$ cat src/verilog/cpuCtrlPkg.sv
`default_nettype none

package cpuCtrlPkg;

    // ALU control codes, classic 4-bit encoding
    typedef enum logic [3:0] {
        aluAnd = 4'b0000,
        aluOr  = 4'b0001,
        aluAdd = 4'b0010,
        aluSub = 4'b0110,
        aluSlt = 4'b0111
    } aluOpT;

    // How the ALU operation is chosen
    typedef enum logic [1:0] {
        modeAdd   = 2'b00,  // address and addi
        modeSub   = 2'b01,  // beq compare
        modeFunct = 2'b10   // R-type, from funct3/funct7
    } aluModeT;

    // Main decode output
    typedef struct packed {
        logic    regWrite;
        logic    aluSrc;    // Second operand is the immediate
        logic    memWrite;
        logic    memToReg;  // Writeback from data memory
        logic    branch;
        aluModeT aluMode;
        logic    immStore;  // S-format immediate instead of I-format
    } ctrlT;

endpackage

`default_nettype wire

$ cat src/verilog/rvIsaPkg.sv
`default_nettype none

package rvIsaPkg;

    // Datapath and register-index widths
    localparam int xlen     = 32;
    localparam int regAddrW = 5;

    // Major opcodes, inst[6:0]
    localparam logic [6:0] opReg    = 7'b0110011;  // add sub and or slt
    localparam logic [6:0] opImm    = 7'b0010011;  // addi
    localparam logic [6:0] opLoad   = 7'b0000011;  // lw
    localparam logic [6:0] opStore  = 7'b0100011;  // sw
    localparam logic [6:0] opBranch = 7'b1100011;  // beq

    // funct3 codes for the R-type ALU group, inst[14:12]
    // add and sub share one code, inst[30] tells them apart
    localparam logic [2:0] f3Add = 3'b000;
    localparam logic [2:0] f3Slt = 3'b010;
    localparam logic [2:0] f3Or  = 3'b110;
    localparam logic [2:0] f3And = 3'b111;

endpackage

`default_nettype wire
$ cat src/verilog/alu.sv
`default_nettype none

module alu (
    input  logic              [rvIsaPkg::xlen-1:0] a,
    input  logic              [rvIsaPkg::xlen-1:0] b,
    input  cpuCtrlPkg::aluOpT                      op,
    output logic              [rvIsaPkg::xlen-1:0] y,
    output logic                                   zero
);
    import rvIsaPkg::*;
    import cpuCtrlPkg::*;

    logic lessThan;

    assign lessThan = $signed(a) < $signed(b);  // slt is signed

    always_comb begin
        unique case (op)
            aluAdd:  y = a + b;
            aluSub:  y = a - b;
            aluAnd:  y = a & b;
            aluOr:   y = a | b;
            aluSlt:  y = {{(xlen-1){1'b0}}, lessThan};
            default: y = '0;
        endcase
    end

    // Used by beq after a subtract
    assign zero = (y == '0);

endmodule

`default_nettype wire

$ cat config.mk
export PLATFORM = sky130hd
export DESIGN_NAME = alu
export DESIGN_NICKNAME = d
export VERILOG_FILES = /design/src/verilog/cpuCtrlPkg.sv /design/src/verilog/rvIsaPkg.sv /design/src/verilog/alu.sv
export SDC_FILE = /design/constraint.sdc
export NUM_CORES = 1
export LEC_CHECK = 0
export BUFFER_PORTS_ARGS = -buffer_cell sky130_fd_sc_hd__buf_2
export CAP_MARGIN = 20
export CORE_AREA = 2 2 118 120
export DETAILED_ROUTE_END_ITERATION = 8
export DIE_AREA = 0 0 120 122
export GPL_ROUTABILITY_DRIVEN = 0
export PLACE_DENSITY = 0.71
export SLEW_MARGIN = 0
export SYNTH_ARGS = -nofsm -noshare
export SYNTH_HDL_FRONTEND = slang
export SYNTH_SLANG_ARGS = --single-unit
$ cat constraint.sdc
create_clock -name vclk -period 3.9
set_input_delay 0.195 -clock vclk [all_inputs]
set_output_delay 0.195 -clock vclk [all_outputs]
set_load 0.01 [all_outputs]
==> metrics <==
Worst-Margin Slew=around 0.75 ns; internal power=0.0004630 W; DR WL/cell=between 15 and 20 um; CP dominant cell by count=buf_2; Avg Vias per Cell=5.850; # clk buffers=0; antenna viol nets, final=0; post-synth design cell area=5283 um2; Routed WL=about 19000 um; Crit Path Max Fanout=3; post-route insts no fill=around 1100; CP max stage delay=0.49 ns; post-detail-place hpwl=15500 um; Leak=3.444 nW; met3 Track Usage GR=0.01779; Max VDD drop=73.68 uV; Fin. Hold Viols=0; row count=43; Seq/Total Area, Yosys=0; most common cell in the synthesized netlist=ha_1; GRT Util Overall=0.2464; grt met2 use=0.4226; # Max-Cap Violations=0; Post-CTS Hold Buffers=0; Pwr Total=0.001068 W; gr ovfl total=0; DP Cell Count=1125; Yosys warnings=0; Global Route met1 Usage=0.3171; status=finished clean; synth top area cells=ha_1 24%, a21oi_1 7.1%, inv_1 7.0%; largest net degree at the start of global routing=30; syn_nets=about 950; Starting DRT DRC Count=605; core box area=13500 um2; die height=122 um; net switching power figure=0.0006053 W; final period utilization=0.9868; Worst EP required=3.70 ns; via count of the first global-routing pass=slightly above 6000; Crit-path slowest cell=or4_4; # port buffers=101; initial core utilization=0.3912; CP Cell Sequence=buf_2, inv_1, ha_1, fa_2, nor2_4, o311ai_4, buf_4, a21oi_1, nor2_1, o21bai_1, a41oi_1, nor2_2, xnor2_2, a2111o_1, or4_4, and4bb_1, buf_2; Residual DRC=0; mean post-synth cell area=6.773 um2; gr busiest metal=met2; Mapped Cells=780; final sequential cell count=0; first-pass GRT wire length=~30000 um; arrival time worst endpoint=3.65 ns; initial antenna violation count=0; Crit. End Element=output port; total die area=about 15000 um2; combinational power share=1.000; setup tns final=0 ns; Crit Path Category=in2out; worst setup path endpoint=zero; Clock power frac=0; Max Fclk=259.8 MHz; Top Ports=101; Sequential Area=0 um2; sequential power share=0; power density over cell area=154.1 nW/um2; Pre-antenna DRT Iters=5; launch point of the worst path=a[0]; hold crit path type=in2out; Antenna diodes=0; via count=6605; worst hold start=op[3]; Slew HR=0.4927; Netlist cell types=between 80 and 90; Layout Nets=1124; layout cells sized above 1=0.3077; final setup fails=0; Chip Width=120 um; switch share=0.5666; fin. max-slew vios=0; Worst Setup Start Kind=input port; minimum clock period=3.849 ns; synth cell count leaders=103 x ha_1, 99 x inv_1, 75 x a21oi_1, 75 x nor2_1, 55 x nand2_1; area grow syn2layout=31.22%; area share of the largest cell type after synthesis=0.2440; post-synth top area cell=ha_1
==> power by group through the flow <==
stage	Combinational, W	Sequential (W)	Clock (W)
final	0.00107	0	0
after global routing	0.00115	0	0
after CTS	0.000970	0	0
after detailed placement	0.000951	0	0
after global placement	0.000944	0	0
after floorplan	0.000599	0	0
==> cell usage in the layout (no fill, tap or decap), types with 6 or more instances in the layout <==
cell type    n
nor4_1       6
buf_2      101
buf_4      108
xnor2_1     24
nor2_1      69
ha_2         8
nand2_1     55
and3_1       7
o22ai_1     10
inv_1       98
o21bai_1     6
or3_1        6
ha_1        93
nor2b_1      7
o211ai_1    12
o21ai_0     43
nand4_1      7
nor3_1      15
a211oi_1    11
nand3_1     12
o31ai_1     12
mux2i_1     12
a21oi_2     10
a21oi_1     65
a21o_1      17
==> metal layers <==
metal  vias to the layer above  wire length (um)  share of wire
li1                       3143                 -              -
met1                      3027              7797           0.40
met2                       359              9087           0.47
met3                        76              1582          0.082
met4                         0               905          0.047
met5                         -                 0              0
==> cell families after synthesis <==
kind of cell | after synthesis | share of synthesized area
buffers and inverters | 141 | 0.1213
adders and majority gates | 105 | 0.2515
muxes | 12 | 0.02274
AOI/OAI and AO/OA | 278 | 0.3596
and+or+nand+nor | 217 | 0.2001
xor gates and xnor gates | 27 | 0.04477
==> through the flow <==
stage | setup slack [ns] | hold slack (ns) | area [um2] | utilization
final | 0.05149 | 0.9699 | 6932 | 0.5133
after global routing | -0.03453 | 0.9856 | 6932 | 0.5133
after CTS | 0.01235 | 0.9429 | 6603 | 0.4889
after detailed placement | -0.2962 | 0.9402 | 6538 | 0.4841
after global placement | -0.1578 | 0.9436 | 6538 | 0.4841
after floorplan | 0.2904 | 0.6264 | 5283 | -
==> worst min-delay path by stage <==
stage                      end  slack (ns)  cells past startpoint
after floorplan           y[2]        0.63                      2
after global placement    y[1]        0.94                      4
after detailed placement  y[1]        0.94                      4
after CTS                 y[1]        0.94                      4
after global routing      y[1]        0.99                      4
final                     y[1]        0.97                      4
==> cell type report <==
cell class	instances	area, um2
Inverter	101	379.1
Fill cell	1312	6573
Timing Repair Buffer	209	1316
Tap cell	180	225.2
Multi-Input combinational cell	639	5011
==> critical path, delay by kind of cell <==
| kind | cells | cell delay [ns] |
|---|---|---|
| adders and majority gates | 2 | 0.60 |
| xor gates and xnor gates | 1 | 0.10 |
| buffers and inverters | 4 | 0.44 |
| and+or+nand+nor | 5 | 1.19 |
| AOI/OAI and AO/OA | 5 | 1.14 |
==> what timing repair did <==
action,CTS,global route
endpoints found under the hold margin,0,0
buffers inserted,0,4
gates resized for setup,13,64
pin swaps,7,19
endpoints found under the setup margin,1,1
No activity file was read; power rests on OpenSTA's default activity.
