--- config.mk ---
export PLATFORM = sky130hd
export DESIGN_NAME = dataMem_flat
export DESIGN_NICKNAME = d
export VERILOG_FILES = /design/src/verilog/rvIsaPkg.sv /design/src/verilog/cpuIfs.sv /design/src/verilog/dataMem.sv /design/src/flat_wrapper.sv
export SDC_FILE = /design/constraint.sdc
export NUM_CORES = 2
export LEC_CHECK = 0
export BUFFER_PORTS_ARGS = -buffer_cell sky130_fd_sc_hd__buf_2
export CAP_MARGIN = 20
export CORE_UTILIZATION = 40
export CTS_CLUSTER_DIAMETER = 100
export DETAILED_ROUTE_END_ITERATION = 6
export PLACE_DENSITY = 0.55
export RECOVER_POWER = 25
export SYNTH_ARGS = -nofsm -noshare
export SYNTH_HDL_FRONTEND = slang
export SYNTH_SLANG_ARGS = --single-unit
--- constraint.sdc ---
create_clock -name CLK -period 4.6 [get_ports CLK]
set_input_delay 0.23 -clock CLK [delete_from_list [all_inputs] [get_ports CLK]]
set_output_delay 0.23 -clock CLK [all_outputs]
set_load 0.1 [all_outputs]
--- src/verilog/rvIsaPkg.sv ---
`default_nettype none

package rvIsaPkg;

    // Datapath and register-index widths
    localparam int xlen     = 32;
    localparam int regAddrW = 5;

    // Major opcodes, inst[6:0]
    localparam logic [6:0] opReg    = 7'b0110011;  // add sub and or slt
    localparam logic [6:0] opImm    = 7'b0010011;  // addi
    localparam logic [6:0] opLoad   = 7'b0000011;  // lw
    localparam logic [6:0] opStore  = 7'b0100011;  // sw
    localparam logic [6:0] opBranch = 7'b1100011;  // beq

    // funct3 codes for the R-type ALU group, inst[14:12]
    // add and sub share one code, inst[30] tells them apart
    localparam logic [2:0] f3Add = 3'b000;
    localparam logic [2:0] f3Slt = 3'b010;
    localparam logic [2:0] f3Or  = 3'b110;
    localparam logic [2:0] f3And = 3'b111;

endpackage

`default_nettype wire
--- src/verilog/cpuIfs.sv ---
`default_nettype none


// Data memory access, one word per access
interface dataMemIf;
    import rvIsaPkg::*;

    logic [xlen-1:0] addr;
    logic [xlen-1:0] wd;
    logic            we;
    logic [xlen-1:0] rdata;

    modport core (
        output addr, wd, we,
        input  rdata
    );

    modport mem (
        input  addr, wd, we,
        output rdata
    );
endinterface

`default_nettype wire

--- src/verilog/dataMem.sv ---
`default_nettype none

module dataMem #(
    parameter int dmemDepth = 64
) (
    input logic CLK,
    dataMemIf.mem port
);
    import rvIsaPkg::*;

    localparam int idxW = $clog2(dmemDepth);

    logic [xlen-1:0] mem [dmemDepth];
    logic [idxW-1:0] wordIdx;

    // Word addressing, low two bits ignored
    assign wordIdx = port.addr[idxW+1:2];

    always_ff @(posedge CLK) begin
        if (port.we) begin
            mem[wordIdx] <= port.wd;
        end
    end

    assign port.rdata = mem[wordIdx];  // lw result in the same cycle

endmodule

`default_nettype wire

--- src/flat_wrapper.sv ---
// flat-port wrapper written by rule: the top's interface ports become plain ports
module dataMem_flat import rvIsaPkg::*;
#(
    parameter int dmemDepth = 64
)
  (CLK, port_addr, port_wd, port_we, port_rdata);
  dataMemIf port_i ();
  input logic CLK;
  input wire logic [$bits(port_i.addr)-1:0] port_addr;
  input wire logic [$bits(port_i.wd)-1:0] port_wd;
  input wire logic [$bits(port_i.we)-1:0] port_we;
  output wire logic [$bits(port_i.rdata)-1:0] port_rdata;
  assign port_i.addr = port_addr;
  assign port_i.wd = port_wd;
  assign port_i.we = port_we;
  assign port_rdata = port_i.rdata;
  dataMem #(.dmemDepth(dmemDepth)) u_core (.CLK(CLK), .port(port_i));
endmodule
==> metrics.md <==
| Metric | Value |
|---|---|
| Core Footprint | 193000 um2 |
| Max stage delay cell, worst path | or4_1 |
| Total number of vias | 43700 |
| Clk buf depth | 3 |
| Horiz. Die Dim | 444 um |
| Top layer in use | met5 |
| TritonCTS clock tree | built |
| Largest net degree at the start of global routing | 98 |
| Sw frac | 0.225 |
| Final Net Count | 4642 |
| Count of final max-slew check failures | 1560 |
| Syn_nets | 4478 |
| DRC Markers | 3 |
| Synth Register Bits | 2048 |
| Worst Setup End Kind | primary output |
| Mux contribution to synthesized area | 0.0507 |
| Setup TNS Final | 0 ns |
| Area delta synth->final | 14.4% |
| Final Critical Period | 3.86 ns |
| Fillcell total | 16200 |
| Warnings, synthesis | 0 |
| Arrival time at the worst endpoint | 3.63 ns |
| Initial Utilization | 0.404 |
| Grt ovf | 0 |
| Layout cells sized above 1 | 0.161 |
| Sequential share of power | 0.531 |
| Crit share post-route | 0.838 |
| Placed Cells | 6894 |
| Peak fanout along the critical path | 1 |
| Clk pin slew, worst setup/hold paths | 0.06 ns |
| Final Setup Violations | 0 |
| Outcome | finished with violations |
| Top Registers | u_core.mem x2048 |
| Row cnt | 161 |
| Max stage delay on crit path | 0.67 ns |
| Violated checks | design-rule violations, max-capacitance violations, max-slew violations |
| FFs w/ async S/R, synth | 0 |
| Leak pwr | 27.8 nW |
| Detailed Place HPWL | 125 mm |
| Clock share of power | 0.404 |
| Unrepaired setup endpoints after global routing | no |
| Port bufs | 71 |
| Worst hold path class | primary input to flip-flop |
| Cell with the most instances after synthesis | edfxtp_1 |
| Die area | 197000 um2 |
| Cell Area, Synth | 78100 um2 |
| Number of DRC markers in iteration 0 | 5281 |
| Syn Inst Count | 4412 |
| Yosys top cell by area | edfxtp_1 |
| Vias in the first global route | 42900 |
| Most instantiated cells after synthesis | edfxtp_1, a221oi_1, a22oi_1, nor2_1, o21ai_0 |
| Clock sinks | 2048 |
| Max-Cap Viols | 24 |
| Worst slew pin tran | 3.42 ns |
| CP cell instances | a221oi_1, nor2_1, o21ai_0, nand4_1, or4_1, buf_2 |
| Routed Antenna Nets | 0 |
| Top cells by area, synth | edfxtp_1, a221oi_1, a22oi_1, mux2i_1, mux4_2 |
| Pwr Density | 437 nW/um2 |
| Register area share after synthesis | 0.788 |
| Via/cell ratio | 6.01 |
| Post-synth top area share | 0.788 |
| Routability cong. | 0.822 |
| CP Class | flip-flop to primary output |
| Gr usage total | 0.221 |
| Critical Path RT | 4.37 ns |
| Post-CTS Setup Bufs | 0 |
| Fmax | 259 MHz |
| Largest family of logic cells by synthesized area | compound AO/OA/AOI/OAI gates |
| Worst vdd ir | 0.384 mV |
| DR pass1 iterations | 7 |
| Final hold slack | 0.0822 ns |
| Yosys cell types | 53 |
| Synthesized-area fraction occupied by xor and xnor cells | 0 |
| Max FFs per register | 2048 |
| Logic gate share of total power | 0.065 |
| Internal Power | 30.3 mW |
| Ys flop type | edfxtp_1 |
| Routed len/inst | 30.4 um |
| Largest Register | u_core.mem |
| Total wire length | 222 mm |
| Worst Setup Start Kind | flip-flop |
| Die Ht | 444 um |
| Met3 WL | 15.1 mm |
| WL met2 | 104 mm |
| Slew headroom | -1.28 |
| Synth Area in Compound Gates | 0.116 |
| Average size of a mapped cell | 17.7 um2 |
| P_sw | 8.79 mW |
| CTS root buf | clkbuf_16 |
| EDFF count, synth | 2048 |
| TritonCTS buffer count | 202 |
| H-tree Lvls | 4 |
| First-pass GRT wire length | 315 mm |
| Synth Area in Simple Gates | 0.0262 |
| I/O pin total | 98 |
| Final Hold Fails | 0 |
| Initial antenna violation count | 9 |
| M1 WL | 94.8 mm |
| Fin cells | 7275 |
| Adder-cell area share of the yosys netlist | 0 |
## worst max-delay path, delay by kind of cell (launching register included)
kind	cells	cell delay (ns)
AOI/OAI and AO/OA	2	0.84
buffers and inverters	1	0.35
DFF	1	0.36
and+or+nand+nor	3	1.25
## final timing paths
| path | start | end | slack (ns) | depth (start not counted) |
|---|---|---|---|---|
| hold / removal | port_we | u_core.mem[21][0] | 0.08 | 4 |
| setup / recovery | u_core.mem[42][10] | port_rdata[10] | 0.74 | 6 |
## repair_timing
action	4_1_cts	5_1_grt
resized for setup	0	0
hold buffers	1	1
endpoints found under the hold margin	30	24
## layout by cell type, fill, tap and decap left out, types with 16 or more instances in the layout
master	netlist	final
a211oi_1	27	27
a21oi_1	148	148
a221o_1	16	16
a221oi_1	322	322
a22o_1	61	61
a22oi_1	270	270
buf_12	0	57
buf_2	107	52
buf_4	19	158
clkbuf_1	161	77
clkbuf_16	0	211
clkinv_1	0	53
clkinv_2	0	38
edfxtp_1	2048	2048
mux2_2	82	82
mux2i_1	186	186
mux4_2	52	52
nand2_1	92	90
nand4_1	26	26
nor2_1	214	148
nor2_4	0	66
nor3_1	46	45
o211ai_1	19	19
o21ai_0	188	188
o221ai_1	17	17
o22a_1	25	25
o22ai_1	102	102
or3_1	18	17
or4_1	19	19
## power by group through the flow
stage | Combinational (mW) | Clock (mW) | Sequential, mW
floorplan | 1.38 | 0 | 21.1
global placement | 2.54 | 0 | 21.1
detailed placement | 2.56 | 0 | 21.1
CTS | 2.57 | 16.0 | 20.7
global route | 2.67 | 16.7 | 20.7
finish | 2.54 | 15.8 | 20.7
## metrics by stage
step / power [mW] / util / worst slack, ns / area, um2
2_1_floorplan: 22.5 / - / 1.12 / 78100
3_3_place_gp: 23.6 / 0.430 / 0.760 / 83000
3_5_place_dp: 23.7 / 0.430 / 0.693 / 83100
4_1_cts: 39.3 / 0.462 / 0.581 / 89300
5_1_grt: 40.1 / 0.462 / 0.556 / 89300
6_report: 39.1 / 0.462 / 0.743 / 89300
## metal layers
layer | track usage | vias to the layer above
met5 | 0 | -
li1 | - | 18700
met4 | 0.0729 | 2
met2 | 0.349 | 1721
met1 | 0.314 | 22900
met3 | 0.0328 | 325
## layout make-up
| type | count | area (um2) | share of cell area |
|---|---|---|---|
| diodes | 7 | 17.5 | 0.000196 |
| inverters | 2 | 15.0 | 0.000168 |
| clock buffers | 263 | 5480 | 0.0613 |
| repair buffers | 298 | 2770 | 0.0311 |
| multi-input cells | 2024 | 15600 | 0.175 |
| clock inverters | 107 | 757 | 0.00848 |
| well taps | 2526 | 3160 | 0.0354 |
| flip-flops and latches | 2048 | 61500 | 0.689 |
## cell families after synthesis
kind of cell | Yosys count
AO/OA/AOI/OAI | 1250
flip-flops | 2048
buffers and inverters | 340
multiplexers | 320
AND/OR/NAND/NOR | 454
Note: power is estimated with default switching activity, not from simulation.
