===== config.mk =====
export PLATFORM = sky130hd
export DESIGN_NAME = controlUnit
export DESIGN_NICKNAME = d
export VERILOG_FILES = /design/src/verilog/cpuCtrlPkg.sv /design/src/verilog/rvIsaPkg.sv /design/src/verilog/controlUnit.sv
export SDC_FILE = /design/constraint.sdc
export NUM_CORES = 1
export LEC_CHECK = 0
export BUFFER_PORTS_ARGS = -buffer_cell sky130_fd_sc_hd__buf_2
export CORE_AREA = 2 2 39 41
export DETAILED_ROUTE_END_ITERATION = 6
export DIE_AREA = 0 0 41 43
export GPL_TIMING_DRIVEN = 1
export PLACE_DENSITY_LB_ADDON = 0.2
export SKIP_LAST_GASP = 1
export SLEW_MARGIN = 40
export SYNTH_ARGS = -nofsm -noshare
export SYNTH_HDL_FRONTEND = slang
export SYNTH_SLANG_ARGS = --single-unit

===== constraint.sdc =====
create_clock -name vclk -period 4.5
set_input_delay 0.9 -clock vclk [all_inputs]
set_output_delay 0.9 -clock vclk [all_outputs]
set_load 0.01 [all_outputs]

===== src/verilog/cpuCtrlPkg.sv =====
`default_nettype none

package cpuCtrlPkg;

    // ALU control codes, classic 4-bit encoding
    typedef enum logic [3:0] {
        aluAnd = 4'b0000,
        aluOr  = 4'b0001,
        aluAdd = 4'b0010,
        aluSub = 4'b0110,
        aluSlt = 4'b0111
    } aluOpT;

    // How the ALU operation is chosen
    typedef enum logic [1:0] {
        modeAdd   = 2'b00,  // address and addi
        modeSub   = 2'b01,  // beq compare
        modeFunct = 2'b10   // R-type, from funct3/funct7
    } aluModeT;

    // Main decode output
    typedef struct packed {
        logic    regWrite;
        logic    aluSrc;    // Second operand is the immediate
        logic    memWrite;
        logic    memToReg;  // Writeback from data memory
        logic    branch;
        aluModeT aluMode;
        logic    immStore;  // S-format immediate instead of I-format
    } ctrlT;

endpackage

`default_nettype wire


===== src/verilog/rvIsaPkg.sv =====
`default_nettype none

package rvIsaPkg;

    // Datapath and register-index widths
    localparam int xlen     = 32;
    localparam int regAddrW = 5;

    // Major opcodes, inst[6:0]
    localparam logic [6:0] opReg    = 7'b0110011;  // add sub and or slt
    localparam logic [6:0] opImm    = 7'b0010011;  // addi
    localparam logic [6:0] opLoad   = 7'b0000011;  // lw
    localparam logic [6:0] opStore  = 7'b0100011;  // sw
    localparam logic [6:0] opBranch = 7'b1100011;  // beq

    // funct3 codes for the R-type ALU group, inst[14:12]
    // add and sub share one code, inst[30] tells them apart
    localparam logic [2:0] f3Add = 3'b000;
    localparam logic [2:0] f3Slt = 3'b010;
    localparam logic [2:0] f3Or  = 3'b110;
    localparam logic [2:0] f3And = 3'b111;

endpackage

`default_nettype wire

===== src/verilog/controlUnit.sv =====
`default_nettype none

module controlUnit (
    input  logic               [6:0] opcode,
    input  logic               [2:0] funct3,
    input  logic                     funct7b5,
    output cpuCtrlPkg::ctrlT         ctrl,
    output cpuCtrlPkg::aluOpT        aluOp
);
    import rvIsaPkg::*;
    import cpuCtrlPkg::*;

    // Main decode
    always_comb begin
        ctrl = '0;  // Unknown opcode does nothing
        unique case (opcode)
            opReg: begin
                ctrl.regWrite = 1'b1;
                ctrl.aluMode  = modeFunct;
            end
            opImm: begin
                ctrl.regWrite = 1'b1;
                ctrl.aluSrc   = 1'b1;
                ctrl.aluMode  = modeAdd;
            end
            opLoad: begin
                ctrl.regWrite = 1'b1;
                ctrl.aluSrc   = 1'b1;
                ctrl.memToReg = 1'b1;
                ctrl.aluMode  = modeAdd;
            end
            opStore: begin
                ctrl.aluSrc   = 1'b1;
                ctrl.memWrite = 1'b1;
                ctrl.immStore = 1'b1;
                ctrl.aluMode  = modeAdd;
            end
            opBranch: begin
                ctrl.branch  = 1'b1;
                ctrl.aluMode = modeSub;  // Zero flag means equal
            end
            default: ctrl = '0;
        endcase
    end

    // ALU control
    always_comb begin
        aluOp = aluAdd;
        unique case (ctrl.aluMode)
            modeAdd: aluOp = aluAdd;
            modeSub: aluOp = aluSub;
            modeFunct: begin
                unique case (funct3)
                    f3Add:   aluOp = funct7b5 ? aluSub : aluAdd;
                    f3Slt:   aluOp = aluSlt;
                    f3Or:    aluOp = aluOr;
                    f3And:   aluOp = aluAnd;
                    default: aluOp = aluAdd;  // Not in the subset
                endcase
            end
            default: aluOp = aluAdd;
        endcase
    end

endmodule

`default_nettype wire


==> impl_metrics.csv <==
group,metric,value,unit
power_and_ir_drop,power_frac_seq,0,%
cells_and_area,area_growth,47.2,%
sta,hold_viol,0,
sta,setup_viol,0,
power_and_ir_drop,clock_power_share,0,%
sta,fmax,0.301,GHz
clock_tree,hold_buffers,0,
global_routing,grt_pass1_wl,745,um
critical_path,max_stage_delay,0.40,ns
drt,first_iter_violations,3,
cells_and_area,diodes,0,
drt,finalWirelength,523,um
hold_path,hp-start,"opcode[5]",
drt,dr.pass1.iters,4,
clock_tree,cts_setup_buffers,0,
floorplan,die_h,43,um
logic_synthesis,synth_cells,29,
drt,drc,0,
hold_path,min_to,"ctrl[4]",
critical_path,worstPathArrival,2.42,ns
floorplan,initial_core_util,15.9,%
logic_synthesis,syn_area,220,um2
critical_path,path_max_fanout,7,
power_and_ir_drop,p_leak,0.164,nW
floorplan,rows,14,
global_routing,antenna_found_initial,0,
critical_path,crit_path_cell_trace,"buf_2 > nand4bb_4 > or3_1 > ha_1 > nand3b_1 > o31ai_1 > buf_2",
placement,dp_slack,1.17,ns
drt,drt-wirelength-per-cell,8.30,um
floorplan,coreArea,1380,um2
cells_and_area,nets,63,
logic_synthesis,synth_top_area_cell,"ha_1",
status,status,"finished, final reports clean",
hold_path,hp-class,"input pin to output pin",
logic_synthesis,yosys_warnings,0,
placement,io_buffers,22,
critical_path,crit_buf_inv,2,
critical_path,cpLargestDelayFamily,"simple AND/OR/NAND/NOR gates",
critical_path,crit_path_frequent_cell,"buf_2",
clock_tree,ctsResizeCount,0,
logic_synthesis,syn_avg_cell_area,7.59,um2
hold_path,hold_path_depth,3,
global_routing,grt_pass1_vias,182,
power_and_ir_drop,internal_power,0.00681,mW
run,drv_cap,0,
logic_synthesis,synth_top_area_share,17.0,%
critical_path,end_kind,"output pin",
power_and_ir_drop,vdd_ir_drop_max,0.0108,mV
critical_path,critPathSlowestCell,"or3_1",
global_routing,grt_max_degree,10,
sta,period_needed,3.32,ns
global_routing,grt-ovfl-total,0,
sta,setup_tns,0,ns
drt,final_antenna_net_count,0,
power_and_ir_drop,switchingPower,0.00655,mW
power_and_ir_drop,p_per_area,41.2,nW/um2
logic_synthesis,syn_nets,43,
cells_and_area,n_sequential_cell,0,
drt,post_drt_via_cell_ratio,4.11,
sta,min_period_over_period,73.9,%
floorplan,die-area,1760,um2
global_routing,grt_usage,5.60,%
critical_path,worstSetupStartpointType,"input pin",
cells_and_area,drive_gt1_share,51.1,%
sta,rsz0062_at_grt,"false",
floorplan,die_w,41,um
logic_synthesis,ys_types,20,
sta,finalWorstSetupSlack,1.18,ns
drt,vias,259,
logic_synthesis,synthTopCellsByArea,"ha_1 17%, nand4bb_4 13%, buf_4 10%",
sta,slew_viol_final,0,
critical_path,path_class,"input pin to output pin",
power_and_ir_drop,swShare,49.0,%
critical_path,worstPathRequired,3.60,ns
logic_synthesis,seq_area_frac_synth,0,%
power_and_ir_drop,p_comb_share,100.0,%
placement,place.gp.congestion,0.560,
cells_and_area,nClkBuffers,0,
floorplan,num_io_pins,23,
cells_and_area,seq_area,0,um2
placement,hpwlAfterDp,454,um
## how the worst max path moves through the flow
stage / endpoint / slack, ns / cells past startpoint / start
6_report: aluOp[2] / 1.18 / 7 / opcode[2]
4_1_cts: aluOp[2] / 1.16 / 7 / opcode[2]
2_1_floorplan: aluOp[2] / 1.35 / 5 / opcode[2]
3_5_place_dp: aluOp[2] / 1.17 / 7 / opcode[2]
5_1_grt: aluOp[2] / 1.05 / 7 / opcode[2]
3_3_place_gp: aluOp[2] / 1.17 / 7 / opcode[2]
## layout make-up
type,count,area (um2)
timing repair buffer,22,110
fill,160,1060
multi-input combinational,24,190
inverter,1,3.75
tap,16,20.0
## placed cells by master, fill, tap and decap left out
| cell | synthesis | routed |
|---|---|---|
| buf_2 | 0 | 22 |
| nand2_1 | 3 | 3 |
| ha_1 | 3 | 3 |
| nor3_1 | 2 | 2 |
| nor4_1 | 2 | 2 |
| nor3b_1 | 2 | 2 |
| and4bb_2 | 1 | 1 |
| nor2b_1 | 1 | 1 |
| and3_1 | 1 | 1 |
| nand4bb_4 | 1 | 1 |
| nand3_1 | 1 | 1 |
| and3b_1 | 1 | 1 |
| inv_1 | 1 | 1 |
| a211o_1 | 1 | 1 |
| or3_1 | 1 | 1 |
| nor2_1 | 1 | 1 |
| nand3b_1 | 1 | 1 |
| o31ai_1 | 1 | 1 |
| conb_1 | 1 | 1 |
## cell families after synthesis
family / synth area share, %
simple gates: 60.2
compound gates: 7.39
other cells: 1.70
fa+ha+maj: 17.0
buf+inv: 13.6
## routing by layer
metal	up-vias	share of wire [%]	GRT usage, %
li1	141	-	-
met1	102	50	9.21
met2	16	39	8.44
met3	0	11	0
met4	0	0	0
met5	-	0	0
## stage by stage
| stage | utilization (%) | instance area [um2] | hold slack (ns) | power [mW] | std cells |
|---|---|---|---|---|---|
| 6_report | 23.4 | 324 | 2.07 | 0.0134 | 63 |
| 3_5_place_dp | 23.4 | 324 | 2.07 | 0.0134 | 63 |
| 4_1_cts | 23.4 | 324 | 2.07 | 0.0135 | 63 |
| 2_1_floorplan | - | 220 | 1.85 | 0.00699 | 29 |
| 5_1_grt | 23.4 | 324 | 2.09 | 0.0149 | 63 |
| 3_3_place_gp | 23.4 | 324 | 2.07 | 0.0134 | 63 |
## synthesized netlist by cell type
cell and instances:
a211o_1 1, and3_1 1, and3b_1 1, and4bb_2 1, buf_4 3, clkbuf_1 1
conb_1 1, ha_1 3, inv_1 1, nand2_1 3, nand3_1 1, nand3b_1 1
nand4bb_4 1, nor2_1 1, nor2b_1 1, nor3_1 2, nor3b_1 2, nor4_1 2
o31ai_1 1, or3_1 1
## tightest hold or removal path, stage by stage
cell and delay (ns):
buf_2 0.09, nor4_1 0.04, buf_2 0.13
## power groups by stage
stage                     clock, mW  sequential, mW  combinational, mW
after CTS                         0               0             0.0135
after global routing              0               0             0.0149
after global placement            0               0             0.0134
final                             0               0             0.0134
after detailed placement          0               0             0.0134
after floorplan                   0               0            0.00699
Note: power is estimated with default switching activity, not from simulation.
